[src/debug_pkg.sv]
package debug_pkg;

    // command bytes from the host
    localparam logic [7:0] CMD_LOAD     = 8'h01;
    localparam logic [7:0] CMD_RUN      = 8'h02;
    localparam logic [7:0] CMD_STEP     = 8'h03;
    localparam logic [7:0] CMD_READ_REG = 8'h04;
    localparam logic [7:0] CMD_READ_PC  = 8'h05;
    localparam logic [7:0] CMD_CLEAR    = 8'h06;

    // last word of a program load
    localparam logic [31:0] HALT_WORD = 32'hFFFF_FFFF;

    // debug fsm states
    localparam int DBG_ST_W = 3;
    localparam logic [DBG_ST_W-1:0] DBG_ST_IDLE    = 3'd0;
    localparam logic [DBG_ST_W-1:0] DBG_ST_LOAD    = 3'd1;
    localparam logic [DBG_ST_W-1:0] DBG_ST_LOAD_WR = 3'd2;
    localparam logic [DBG_ST_W-1:0] DBG_ST_RUN     = 3'd3;
    localparam logic [DBG_ST_W-1:0] DBG_ST_REG_IDX = 3'd4;
    localparam logic [DBG_ST_W-1:0] DBG_ST_TX      = 3'd5;

endpackage

[src/mips_isa_pkg.sv]
package mips_isa_pkg;

    // datapath widths
    localparam int DWORD   = 32;
    localparam int BYTE    = 8;
    localparam int RB_ADDR = 5;
    localparam int SHAMT_W = 5;

    // instruction memory, word addressed
    localparam int IMEM_DEPTH = 64;
    localparam int IM_ADDR    = 6;

    // primary opcodes
    localparam logic [5:0] OP_RTYPE = 6'h00;
    localparam logic [5:0] OP_ADDIU = 6'h09;
    localparam logic [5:0] OP_SLTI  = 6'h0A;
    localparam logic [5:0] OP_ANDI  = 6'h0C;
    localparam logic [5:0] OP_ORI   = 6'h0D;
    localparam logic [5:0] OP_XORI  = 6'h0E;
    localparam logic [5:0] OP_LUI   = 6'h0F;
    // halt is the all-ones word, so its opcode field is all ones too
    localparam logic [5:0] OP_HALT  = 6'h3F;

    // funct field of r-type
    localparam logic [5:0] FN_SLL  = 6'h00;
    localparam logic [5:0] FN_SRL  = 6'h02;
    localparam logic [5:0] FN_ADDU = 6'h21;
    localparam logic [5:0] FN_SUBU = 6'h23;
    localparam logic [5:0] FN_AND  = 6'h24;
    localparam logic [5:0] FN_OR   = 6'h25;
    localparam logic [5:0] FN_XOR  = 6'h26;
    localparam logic [5:0] FN_SLT  = 6'h2A;

    // alu operations
    localparam int ALU_OP_W = 4;
    localparam logic [ALU_OP_W-1:0] ALU_ADD = 4'd0;
    localparam logic [ALU_OP_W-1:0] ALU_SUB = 4'd1;
    localparam logic [ALU_OP_W-1:0] ALU_AND = 4'd2;
    localparam logic [ALU_OP_W-1:0] ALU_OR  = 4'd3;
    localparam logic [ALU_OP_W-1:0] ALU_XOR = 4'd4;
    localparam logic [ALU_OP_W-1:0] ALU_SLT = 4'd5;
    localparam logic [ALU_OP_W-1:0] ALU_SLL = 4'd6;
    localparam logic [ALU_OP_W-1:0] ALU_SRL = 4'd7;
    localparam logic [ALU_OP_W-1:0] ALU_LUI = 4'd8;

    typedef struct packed {
        logic [5:0]         opcode;
        logic [RB_ADDR-1:0] rs;
        logic [RB_ADDR-1:0] rt;
        logic [RB_ADDR-1:0] rd;
        logic [SHAMT_W-1:0] shamt;
        logic [5:0]         funct;
    } r_fmt_t;

    typedef struct packed {
        logic [5:0]         opcode;
        logic [RB_ADDR-1:0] rs;
        logic [RB_ADDR-1:0] rt;
        logic [15:0]        imm16;
    } i_fmt_t;

    // same word seen as r-type or i-type
    typedef union packed {
        r_fmt_t r_fmt;
        i_fmt_t i_fmt;
    } instr_u;

endpackage

[src/debug_unit.sv]
module debug_unit
    import mips_isa_pkg::*;
    import debug_pkg::*;
(
    input  logic               i_clock,
    input  logic               i_rst_n,
    input  logic [BYTE-1:0]    i_rx_data,
    input  logic               i_rx_done,
    input  logic               i_tx_done,
    input  logic               i_halted,
    input  logic [DWORD-1:0]   i_pc_value,
    input  logic [DWORD-1:0]   i_rb_data,
    output logic [BYTE-1:0]    o_tx_data,
    output logic               o_tx_start,
    output logic               o_im_write_enable,
    output logic [IM_ADDR-1:0] o_im_addr,
    output logic [DWORD-1:0]   o_im_data,
    output logic               o_core_enable,
    output logic               o_pc_clear,
    output logic [RB_ADDR-1:0] o_rb_addr
);

    logic [DBG_ST_W-1:0] state;
    logic [1:0]          byte_cnt;
    logic [DWORD-1:0]    shift_word;
    logic                tx_sel_pc;
    logic [DWORD-1:0]    tx_word;

    // reply source, picked per command
    assign tx_word   = tx_sel_pc ? i_pc_value : i_rb_data;
    // lsb first, byte_cnt walks the word
    assign o_tx_data = tx_word[byte_cnt*BYTE +: BYTE];
    assign o_im_data = shift_word;

    // load word assembly, new byte enters at the top
    always_ff @(posedge i_clock) begin
        if (state == DBG_ST_LOAD && i_rx_done) begin
            shift_word <= {i_rx_data, shift_word[DWORD-1:BYTE]};
        end
    end

    always_ff @(posedge i_clock) begin
        if (!i_rst_n) begin
            state             <= DBG_ST_IDLE;
            byte_cnt          <= '0;
            tx_sel_pc         <= 1'b0;
            o_tx_start        <= 1'b0;
            o_im_write_enable <= 1'b0;
            o_im_addr         <= '0;
            o_core_enable     <= 1'b0;
            o_pc_clear        <= 1'b0;
            o_rb_addr         <= '0;
        end else begin
            // one-cycle strobes
            o_tx_start        <= 1'b0;
            o_im_write_enable <= 1'b0;
            o_pc_clear        <= 1'b0;
            o_core_enable     <= 1'b0;
            case (state)
                DBG_ST_IDLE: begin
                    if (i_rx_done) begin
                        case (i_rx_data)
                            CMD_LOAD: begin
                                state     <= DBG_ST_LOAD;
                                byte_cnt  <= '0;
                                o_im_addr <= '0;
                            end
                            CMD_RUN: begin
                                state         <= DBG_ST_RUN;
                                o_core_enable <= 1'b1;
                            end
                            // single enable pulse
                            CMD_STEP: o_core_enable <= !i_halted;
                            CMD_READ_REG: state <= DBG_ST_REG_IDX;
                            CMD_READ_PC: begin
                                tx_sel_pc  <= 1'b1;
                                byte_cnt   <= '0;
                                o_tx_start <= 1'b1;
                                state      <= DBG_ST_TX;
                            end
                            CMD_CLEAR: o_pc_clear <= 1'b1;
                            default: state <= DBG_ST_IDLE;
                        endcase
                    end
                end
                DBG_ST_LOAD: begin
                    if (i_rx_done) begin
                        byte_cnt <= byte_cnt + 2'd1;
                        // fourth byte completes the word
                        if (byte_cnt == 2'd3) begin
                            o_im_write_enable <= 1'b1;
                            state             <= DBG_ST_LOAD_WR;
                        end
                    end
                end
                DBG_ST_LOAD_WR: begin
                    o_im_addr <= o_im_addr + 1'b1;
                    // halt word ends the program
                    state <= (shift_word == HALT_WORD) ? DBG_ST_IDLE : DBG_ST_LOAD;
                end
                DBG_ST_RUN: begin
                    if (i_halted) begin
                        state <= DBG_ST_IDLE;
                    end else begin
                        o_core_enable <= 1'b1;
                    end
                end
                DBG_ST_REG_IDX: begin
                    if (i_rx_done) begin
                        o_rb_addr  <= i_rx_data[RB_ADDR-1:0];
                        tx_sel_pc  <= 1'b0;
                        byte_cnt   <= '0;
                        o_tx_start <= 1'b1;
                        state      <= DBG_ST_TX;
                    end
                end
                DBG_ST_TX: begin
                    // done during the start pulse is not for the next byte
                    if (i_tx_done && !o_tx_start) begin
                        if (byte_cnt == 2'd3) begin
                            state <= DBG_ST_IDLE;
                        end else begin
                            byte_cnt   <= byte_cnt + 2'd1;
                            o_tx_start <= 1'b1;
                        end
                    end
                end
                default: state <= DBG_ST_IDLE;
            endcase
        end
    end

    // each byte gets its own start pulse
    a_tx_start_pulse: assert property (@(posedge i_clock) disable iff (!i_rst_n)
        o_tx_start |=> !o_tx_start);

endmodule

[config.mk]
export PLATFORM = sky130hd
export DESIGN_NAME = debug_unit
export DESIGN_NICKNAME = d
export VERILOG_FILES = /design/src/debug_pkg.sv /design/src/mips_isa_pkg.sv /design/src/debug_unit.sv
export SDC_FILE = /design/constraint.sdc
export NUM_CORES = 1
export LEC_CHECK = 0
export BUFFER_PORTS_ARGS = -buffer_cell sky130_fd_sc_hd__clkbuf_2
export CORE_UTILIZATION = 46
export CTS_CLUSTER_SIZE = 25
export DETAILED_ROUTE_END_ITERATION = 10
export GPL_ROUTABILITY_DRIVEN = 0
export MAX_ROUTING_LAYER = met4
export PLACE_DENSITY = 0.8
export SLEW_MARGIN = 20
export SYNTH_ARGS = -nofsm -noshare
export SYNTH_HDL_FRONTEND = slang
export SYNTH_SLANG_ARGS = --single-unit
[constraint.sdc]
create_clock -name i_clock -period 2.34 [get_ports i_clock]
set_input_delay 0 -clock i_clock [delete_from_list [all_inputs] [get_ports i_clock]]
set_output_delay 0 -clock i_clock [all_outputs]
set_load 0.05 [all_outputs]
-- After elaboration in Yosys (flattened, before gate mapping)
Cells that the tools add are included.
- bits in registers: 53
- bits in latches: 0
- memory bits (writable): 0
- memory bits (read-only): 0
- output and inout bits: 55
- word-level logic and storage cells: 92
- memories: 0
- add/subtract/negate cells: 2
- multipliers: 0
- divide/modulo/power cells: 0
- $lt $le $gt $ge: 0
- equality and inequality tests: 25
- shift-type cells: 1
- multiplexer cells: 37
- bitwise operators: 0
- reductions and logical operators: 17
- operator list (kind ; count):
    32-bit == test, second input constant ; 1
    32-bit two-way mux ; 1
    32-bit by 6-bit indexed part select with 8-bit output ; 1
    8-bit by 3-bit == test with 1-bit output, second input constant ; 3
    3-bit two-way mux ; 7
    2-bit inequality test, second input constant ; 9
    3-bit one-hot mux with 6 select lines ; 1
    8-bit by 2-bit == test with 1-bit output, second input constant ; 2
    3-bit one-hot mux with 5 select lines ; 1
    1-bit two-way mux ; 13
    2-bit two-way mux ; 6
    6-bit two-way mux ; 2
    6-bit one-hot mux with 2 select lines ; 1
    3-bit AND reduction ; 3
    8-bit by 1-bit == test with 1-bit output, second input constant ; 1
    2-bit one-hot mux with 4 select lines ; 1
    8-bit AND reduction ; 1
    7-bit AND reduction ; 1
    6-bit by 1-bit adder with 6-bit output, second input constant ; 1
    3-bit by 2-bit == test with 1-bit output, second input constant ; 2
    3-bit == test, second input constant ; 2
    2-bit by 1-bit inequality test with 1-bit output, second input constant ; 3
    1-bit one-hot mux with 2 select lines ; 3
    4-bit AND reduction ; 1
    11 further kinds ; 15

-- Longest topological paths before layout
Gate-level depths: netlist of run 1.
- depth in word-level cells: 5
- gate-level depth with buffers: 6

-- Worst setup path before layout of run 1
Ideal clock, no wire load.
- path kind: register -> register
- start: register state[0]
- end: register shift_word[0], in the netlist o_im_data[0] (enable)
- setup time: 0.393 ns
- data arrival time: 1.524 ns
- required time: 1.947 ns
- slack: 0.423 ns
- stages on the path, launching flop included: 4
- cell sequence: dfxtp_1 > buf_2 > nor2b_1 > and3_1
- longest elaborated chain between the ends: 2
- ends and longest elaborated chain (item ; RTL line ; RTL):
    from (decl) ; debug_unit.sv:23 ; logic [DBG_ST_W-1:0] state;
    from (signal assigned) ; debug_unit.sv:99 ; state <= (shift_word == HALT_WORD) ? DBG_ST_IDLE : DBG_ST_LOAD;
    3-bit by 1-bit == test with 1-bit output ; debug_unit.sv:37 ; if (state == DBG_ST_LOAD && i_rx_done) begin
    1-bit logical AND ; debug_unit.sv:37 ;
    to (signal assigned) ; debug_unit.sv:38 ; shift_word <= {i_rx_data, shift_word[DWORD-1:BYTE]};
    to (decl) ; debug_unit.sv:25 ; logic [DWORD-1:0] shift_word;
No other way between the ends.
A chain may end at the register's enable or synchronous reset.

-- Worst setup path after layout of run 1
- start: register tx_sel_pc
- end: output o_tx_data[7]
- longest elaborated chain between the ends: 2
- ends and longest elaborated chain (item ; RTL line ; RTL):
    from (decl) ; debug_unit.sv:26 ; logic tx_sel_pc;
    from (signal assigned) ; debug_unit.sv:46 ; tx_sel_pc <= 1'b0;
    from (signal assigned) ; debug_unit.sv:76 ; tx_sel_pc <= 1'b1;
    from (signal assigned) ; debug_unit.sv:111 ; tx_sel_pc <= 1'b0;
    32-bit two-way mux ; debug_unit.sv:30 ; assign tx_word = tx_sel_pc ? i_pc_value : i_rb_data;
    32-bit by 6-bit indexed part select with 8-bit output ; debug_unit.sv:32 ; assign o_tx_data = tx_word[byte_cnt*BYTE +: BYTE];
    to (decl) ; debug_unit.sv:13 ; output logic [BYTE-1:0] o_tx_data,
No other way between the ends.

==> results of run 1 <==
[where the power goes]
| part | internal [mW] | leakage (nW) | total, mW | switching [mW] |
|---|---|---|---|---|
| clock network | 0.211 | 0.0422 | 0.503 | 0.292 |
| logic | 0.125 | 0.991 | 0.330 | 0.206 |
| registers | 1.02 | 0.463 | 1.04 | 0.0193 |
[per-stage QoR]
| stage | instance area [um2] | hold WS, ns | setup slack, ns | instances | utilization, % |
|---|---|---|---|---|---|
| floorplan | 2645 | 0.09887 | 0.4232 | 199 | - |
| global placement | 3382 | 0.2193 | 0.7058 | 396 | 61.04 |
| detailed placement | 3382 | 0.2138 | 0.6736 | 396 | 61.04 |
| CTS | 3531 | 0.003284 | 0.3350 | 410 | 63.73 |
| global route | 3531 | 0.007730 | 0.2714 | 410 | 63.73 |
| finish | 3531 | 0.01944 | 0.3674 | 410 | 63.73 |
[cell families after synthesis]
logic type      count (synthesis)  share of synthesized area [%]
mux                            31                          19.68
buf+inv                        16                          2.460
xor+xnor                        2                         0.6624
simple gates                   63                          14.19
flops                          53                          52.22
fa+ha+maj                       2                         0.9459
compound gates                 32                          9.840
[flip-flops by register name, summed over array words and instances (netlist names)]
signal             flops
byte_cnt               2
o_core_enable          1
o_im_addr              6
o_im_data             32
o_im_write_enable      1
o_pc_clear             1
o_rb_addr              5
o_tx_start             1
state                  3
tx_sel_pc              1
[worst max-delay path, stage by stage, from the launching register on]
cell	delay (ns)
dfxtp_1	0.32
buf_4	0.29
mux4_2	0.55
mux2_2	0.27
clkbuf_2	0.24
[routing by layer]
metal	share of wire, %	up-vias	global-route usage, %
li1	-	1077	-
met1	40	1058	25.29
met2	53	95	35.31
met3	6.1	6	3.765
met4	0.77	0	5.660
met5	0	-	-
[synth_stat cells (2+ instances only)]
library cell,count,area (um2)
o221a_2,3,33.78
mux2_2,8,90.09
nand2b_1,3,18.77
a21oi_1,5,25.02
a21o_1,2,15.01
nor3b_1,2,15.01
nor2b_1,3,18.77
dfxtp_1,21,420.4
nor4_1,4,25.02
ha_1,2,25.02
and3_1,10,62.56
clkbuf_1,6,22.52
edfxtp_1,32,960.9
nand4_1,8,50.05
nand3b_1,2,15.01
nand3_1,2,10.01
inv_1,5,18.77
mux4_2,16,360.4
nor2_1,13,48.80
buf_2,4,20.02
nand2_1,8,30.03
o21ai_0,4,20.02
mux2i_1,7,70.07
[worst paths after layout]
check | cells after the start | end | from
max | 4 | o_tx_data[7] | tx_sel_pc
min | 1 | o_im_data[24] | i_rx_data[0]
max reg2reg | 3 | o_im_data[11] | state[0]
min reg2reg | 0 | o_im_data[20] | o_im_data[28]
[area by class of cell]
type                    count  share of cell area [%]
clock buffers               5                   1.949
clock inverters             3                  0.5670
inverters                   5                  0.5315
multi-input cells         130                   33.95
flip-flops and latches     53                   39.12
well taps                  72                   2.551
repair buffers            142                   21.33
[repair_timing]
item                       CTS  global route
hold endpoints to repair     7             0
hold buffers                 6             0
setup endpoints to repair    0             0
==> reports/results.txt, run 1 <==
Final worst-path cycle share: 84.30%
Cells after synthesis: 199
Initial drt markers: 126
First-pass GRT wire length: 9.591 mm
Synthesized area per cell: 13.29 um2
Ys Warns: 0
Tot GR Track Use: 20.73%
Critical path class: register to output pin
Final antenna-violating net count: 0
Routed wire length: 6.077 mm
Crit. End Element: output pin
Die Ht: 77.83 um
Post-CTS Setup Inserts: 0
Hold WC Path Type: primary input to register
PostCTS Resize Cnt: 0
Worst-path clk slew: 0.09 ns
Initial Util: 47.74%
Slew margin rel.: 71.85%
CTS Sinks: 53
1st-pass router iterations: 4
P&R area growth vs syn: 33.49%
Avg Vias per Cell: 5.454
Clk Latency, worst-skew pair: 0.30 ns
Run status: completed
Pwr dens: 529.1 nW/um2
Setup TNS Final: 0 ns
Die area: 6058 um2
Most frequent cells in the layout: 131 x clkbuf_2, 32 x edfxtp_1, 21 x dfxtp_1
Arrival @ worst endpoint: 1.97 ns
Total power: 1.868 mW
Cell area after synthesis: 2645 um2
Pin count of the biggest net entering global routing: 34
Number of antenna cells inserted: 0
CTS tree: built
DIE WIDTH: 77.83 um
Port Buffers: 131
# rows: 27
FFs w/ async S/R, synth: 0%
Area of the multi-input gates: 1199 um2
Crit path max fanout: 17
Root buf cell: clkbuf_8
Pleak: 1.496 nW
Slew Limit Fails: 0
# setup viols final: 0
Fill count: 442
Storage cell area: 1381 um2
CP Launch Type: register
CTS Buf Count: 5
Share of cells above drive strength 1: 52.96%
Crit path required time: 2.34 ns
Final hold violation count: 0
Commonest non-fill, non-tap cell in the layout: clkbuf_2
Core area: 5540 um2
RSZ-0062 raised after global routing: false
Vias: 2236
Slew @ Worst Pin: 0.4217 ns
# DRC: 0
Clock period minus worst slack: 1.973 ns
FF-to-FF setup slack: 0.68 ns
Final nets: 416
Post-synthesis sequential area ratio: 52.22%
Post-synth cell types: 52
Synthesized net count: 278
Clock Skew: 0.005092 ns
Maxcap violations: 0
Number of global-route vias before repair: 2070
Hpwl dp: 4.732 mm
Wire per inst: 14.82 um
Worst vdd ir: 0.0002580 V
Clk buf depth: 2
Synth Register Bits: 53
Top FF cell, synth: edfxtp_1
# H-tree levels: 2
Top Ports: 132
Fmax: 506.9 MHz
Post-synth EDFFs: 32
Grt ovf: 0
Initial antenna violation count: 0
(Power assumes the default switching activity.)
==> inputs of run 2 (changes only) <==
ABC_AREA = 1   (was default)
CORE_UTILIZATION = 42   (was 46)
PLACE_DENSITY = 0.77   (was 0.8)
clock period = 1.8 ns   (was 2.34 ns; I/O delays follow)
==> run 2 against run 1 <==
Hold slack about the same. Cell count increased by 41%. Critical path depth increased by 3. Clock skew increased by 0.0037 ns. Total power increased by 28%. Critical path type unchanged.
==> reports/results.txt, run 2 <==
Run status: completed
Final Core Density: 59.43%
Critical path class: register to output pin
Setup TNS Final: 0 ns
CTS Buf Count: 5
Vias: 2985
Switching share of power: 27.95%
Total power: 2.391 mW
Hold Path End: o_core_enable
Maxcap violations: 0
Number of global-route vias before repair: 2678
Wire per inst: 13.01 um
FF-to-FF setup slack: 0.19 ns
Arrival @ worst endpoint: 1.67 ns
Avg Vias per Cell: 5.147
Final hold violation count: 0
RSZ-0062 raised after global routing: false
Post-synth EDFFs: 32
# rows: 29
Yosys top cell by area: edfxtp_1
Crit. End Element: output pin
Pleak: 1.709 nW
Hold WC Path Type: primary input to register
Clk Latency, worst-skew pair: 0.31 ns
Top FF cell, synth: edfxtp_1
P&R area growth vs syn: 36.72%
Worst setup margin: 0.1259 ns
Number of antenna cells inserted: 0
Final antenna-violating net count: 0
Synthesized net count: 438
Worst vdd ir: 0.0003863 V
Top Ports: 132
Pwr dens: 633.6 nW/um2
Clk buf depth: 2
Max reg flops: 32
Int Power: 1.723 mW
Sw Pwr: 668.3 uW
# DRC: 0
Initial Util: 43.47%
Final nets: 581
Slew Limit Fails: 0
Terminus of the critical flop-to-flop path: state[2]
Fill count: 619
First-pass GRT wire length: 12.03 mm
Post-route insts no fill: 580
Share of cells above drive strength 1: 32.60%
Inst Count DP: 561
Most frequent cells in the layout: 124 x clkbuf_2, 82 x nor2_1, 69 x nand2_1
Clock period minus worst slack: 1.674 ns
Hpwl dp: 5.674 mm
Core area: 6350 um2
Synthesized area per cell: 7.688 um2
FFs w/ async S/R, synth: 0%
Cell area after synthesis: 2760 um2
Final worst-path cycle share: 93.01%
Post-synthesis sequential area ratio: 50.05%
Pin count of the biggest net entering global routing: 34
Clock Skew: 0.008830 ns
1st-pass router iterations: 5
Synth Register Bits: 53
Fmax: 597.3 MHz
Ys Warns: 0
CTS tree: built
Post-synth cell types: 29
Port Buffers: 131
Die Ht: 83.07 um
Die area: 6900 um2
CP Launch Type: register
Slew margin rel.: 69.51%
Tot GR Track Use: 22.02%
Post-CTS Setup Inserts: 0
Clk pwr share: 29.4%
Post-place setup slack: 0.2823 ns
Worst-path clk slew: 0.10 ns
Combinational Power Share: 15.6%
Cells after synthesis: 359
Top cells by instance count after synthesis: 83 x nor2_1, 69 x nand2_1, 34 x o21ai_0
Routed wire length: 7.548 mm
Worst Hold Launch: i_halted
Synth top area cells: edfxtp_1 35%, dfxtp_1 15%, nor2_1 11%
Part of the power in registers: 55.0%
Initial drt markers: 201
Root buf cell: clkbuf_8
Initial antenna violation count: 0
Grt ovf: 0
R2R cell count: 7
Critical path origin: tx_sel_pc
Slew @ Worst Pin: 0.4569 ns
Crit path max fanout: 25
FF-to-FF Start: byte_cnt[0]
Crit path required time: 1.80 ns
DIE WIDTH: 83.07 um
# setup viols final: 0
CTS Sinks: 53
Commonest non-fill, non-tap cell in the layout: clkbuf_2
Hold Path Cell Cnt: 4
Count leader, synth: nor2_1
Area share of the largest cell type after synthesis: 34.81%
# H-tree levels: 2
[run 2: cell count changes in the layout (fill, tap and decap cells not counted), sizes merged, moves of 11 or more]
cell	previous run	this run
nor2	14	85
nand2	8	69
o21ai	5	39
inv	6	28
mux4	16	0
nand3	2	16
a21oi	5	16
[run 2: critical path: stages, from the launching register on]
cell and delay [ns]:
dfxtp_2 0.35, inv_2 0.13, buf_12 0.17, nor2_1 0.05, o22ai_1 0.17, nor2_1 0.06
a31oi_1 0.15, buf_2 0.28
[run 2: cells by family (layout without fill, tap and decap cells)]
group	Yosys count	in the layout	share of synthesized area, %
compound gates	74	74	14.69
xor+xnor	2	2	0.6347
fa+ha+maj	2	2	0.9065
buf+inv	43	187	6.301
flops	53	53	50.05
simple gates	185	185	27.43
[run 2: what timing repair did]
item,4_1_cts,5_1_grt
gates cloned,0,1
hold endpoints to repair,16,0
hold buffers,10,0
resized for setup,6,11
setup endpoints to repair,7,8
[run 2: worst max path at each step]
| stage | to | cells past startpoint |
|---|---|---|
| 5_1_grt | o_tx_data[1] | 7 |
| 4_1_cts | o_tx_data[0] | 5 |
| 3_5_place_dp | state[2] | 7 |
| 6_report | o_tx_data[4] | 7 |
| 3_3_place_gp | o_tx_data[7] | 6 |
| 2_1_floorplan | o_tx_data[1] | 7 |
[run 2: metal layers]
layer / vias to the layer above / wire [um] / share of wire (%) / track usage [%]
li1: 1490 / - / - / -
met1: 1359 / 3307 / 44 / 27.63
met2: 122 / 3667 / 49 / 35.69
met3: 14 / 428 / 5.7 / 4.076
met4: 0 / 145 / 1.9 / 7.837
met5: - / 0 / 0 / -
[run 2: final cells by class]
type / count / area [um2] / share of cell area (%)
sequential: 53 / 1384 / 36.67
timing repair buffer: 149 / 865.8 / 22.94
clock inverter: 3 / 26.28 / 0.6963
clock buffer: 5 / 68.82 / 1.824
tap: 77 / 96.34 / 2.553
timing repair inverter: 1 / 7.507 / 0.1989
inverter: 29 / 112.6 / 2.984
multi-input combinational: 263 / 1212 / 32.13
[run 2: power groups by stage]
stage | Sequential [mW] | Clock (mW) | Combinational [mW]
after floorplan | 1.38 | 0 | 0.165
after global placement | 1.34 | 0 | 0.344
after detailed placement | 1.34 | 0 | 0.348
after CTS | 1.31 | 0.720 | 0.369
after global routing | 1.32 | 0.770 | 0.403
final | 1.31 | 0.703 | 0.374
[run 2: stage by stage]
step	cell area [um2]	hold slack [ns]
2_1_floorplan	2768	0.09763
3_3_place_gp	3540	0.1947
3_5_place_dp	3540	0.2002
4_1_cts	3752	0.01565
5_1_grt	3774	0.03930
6_report	3774	0.01969
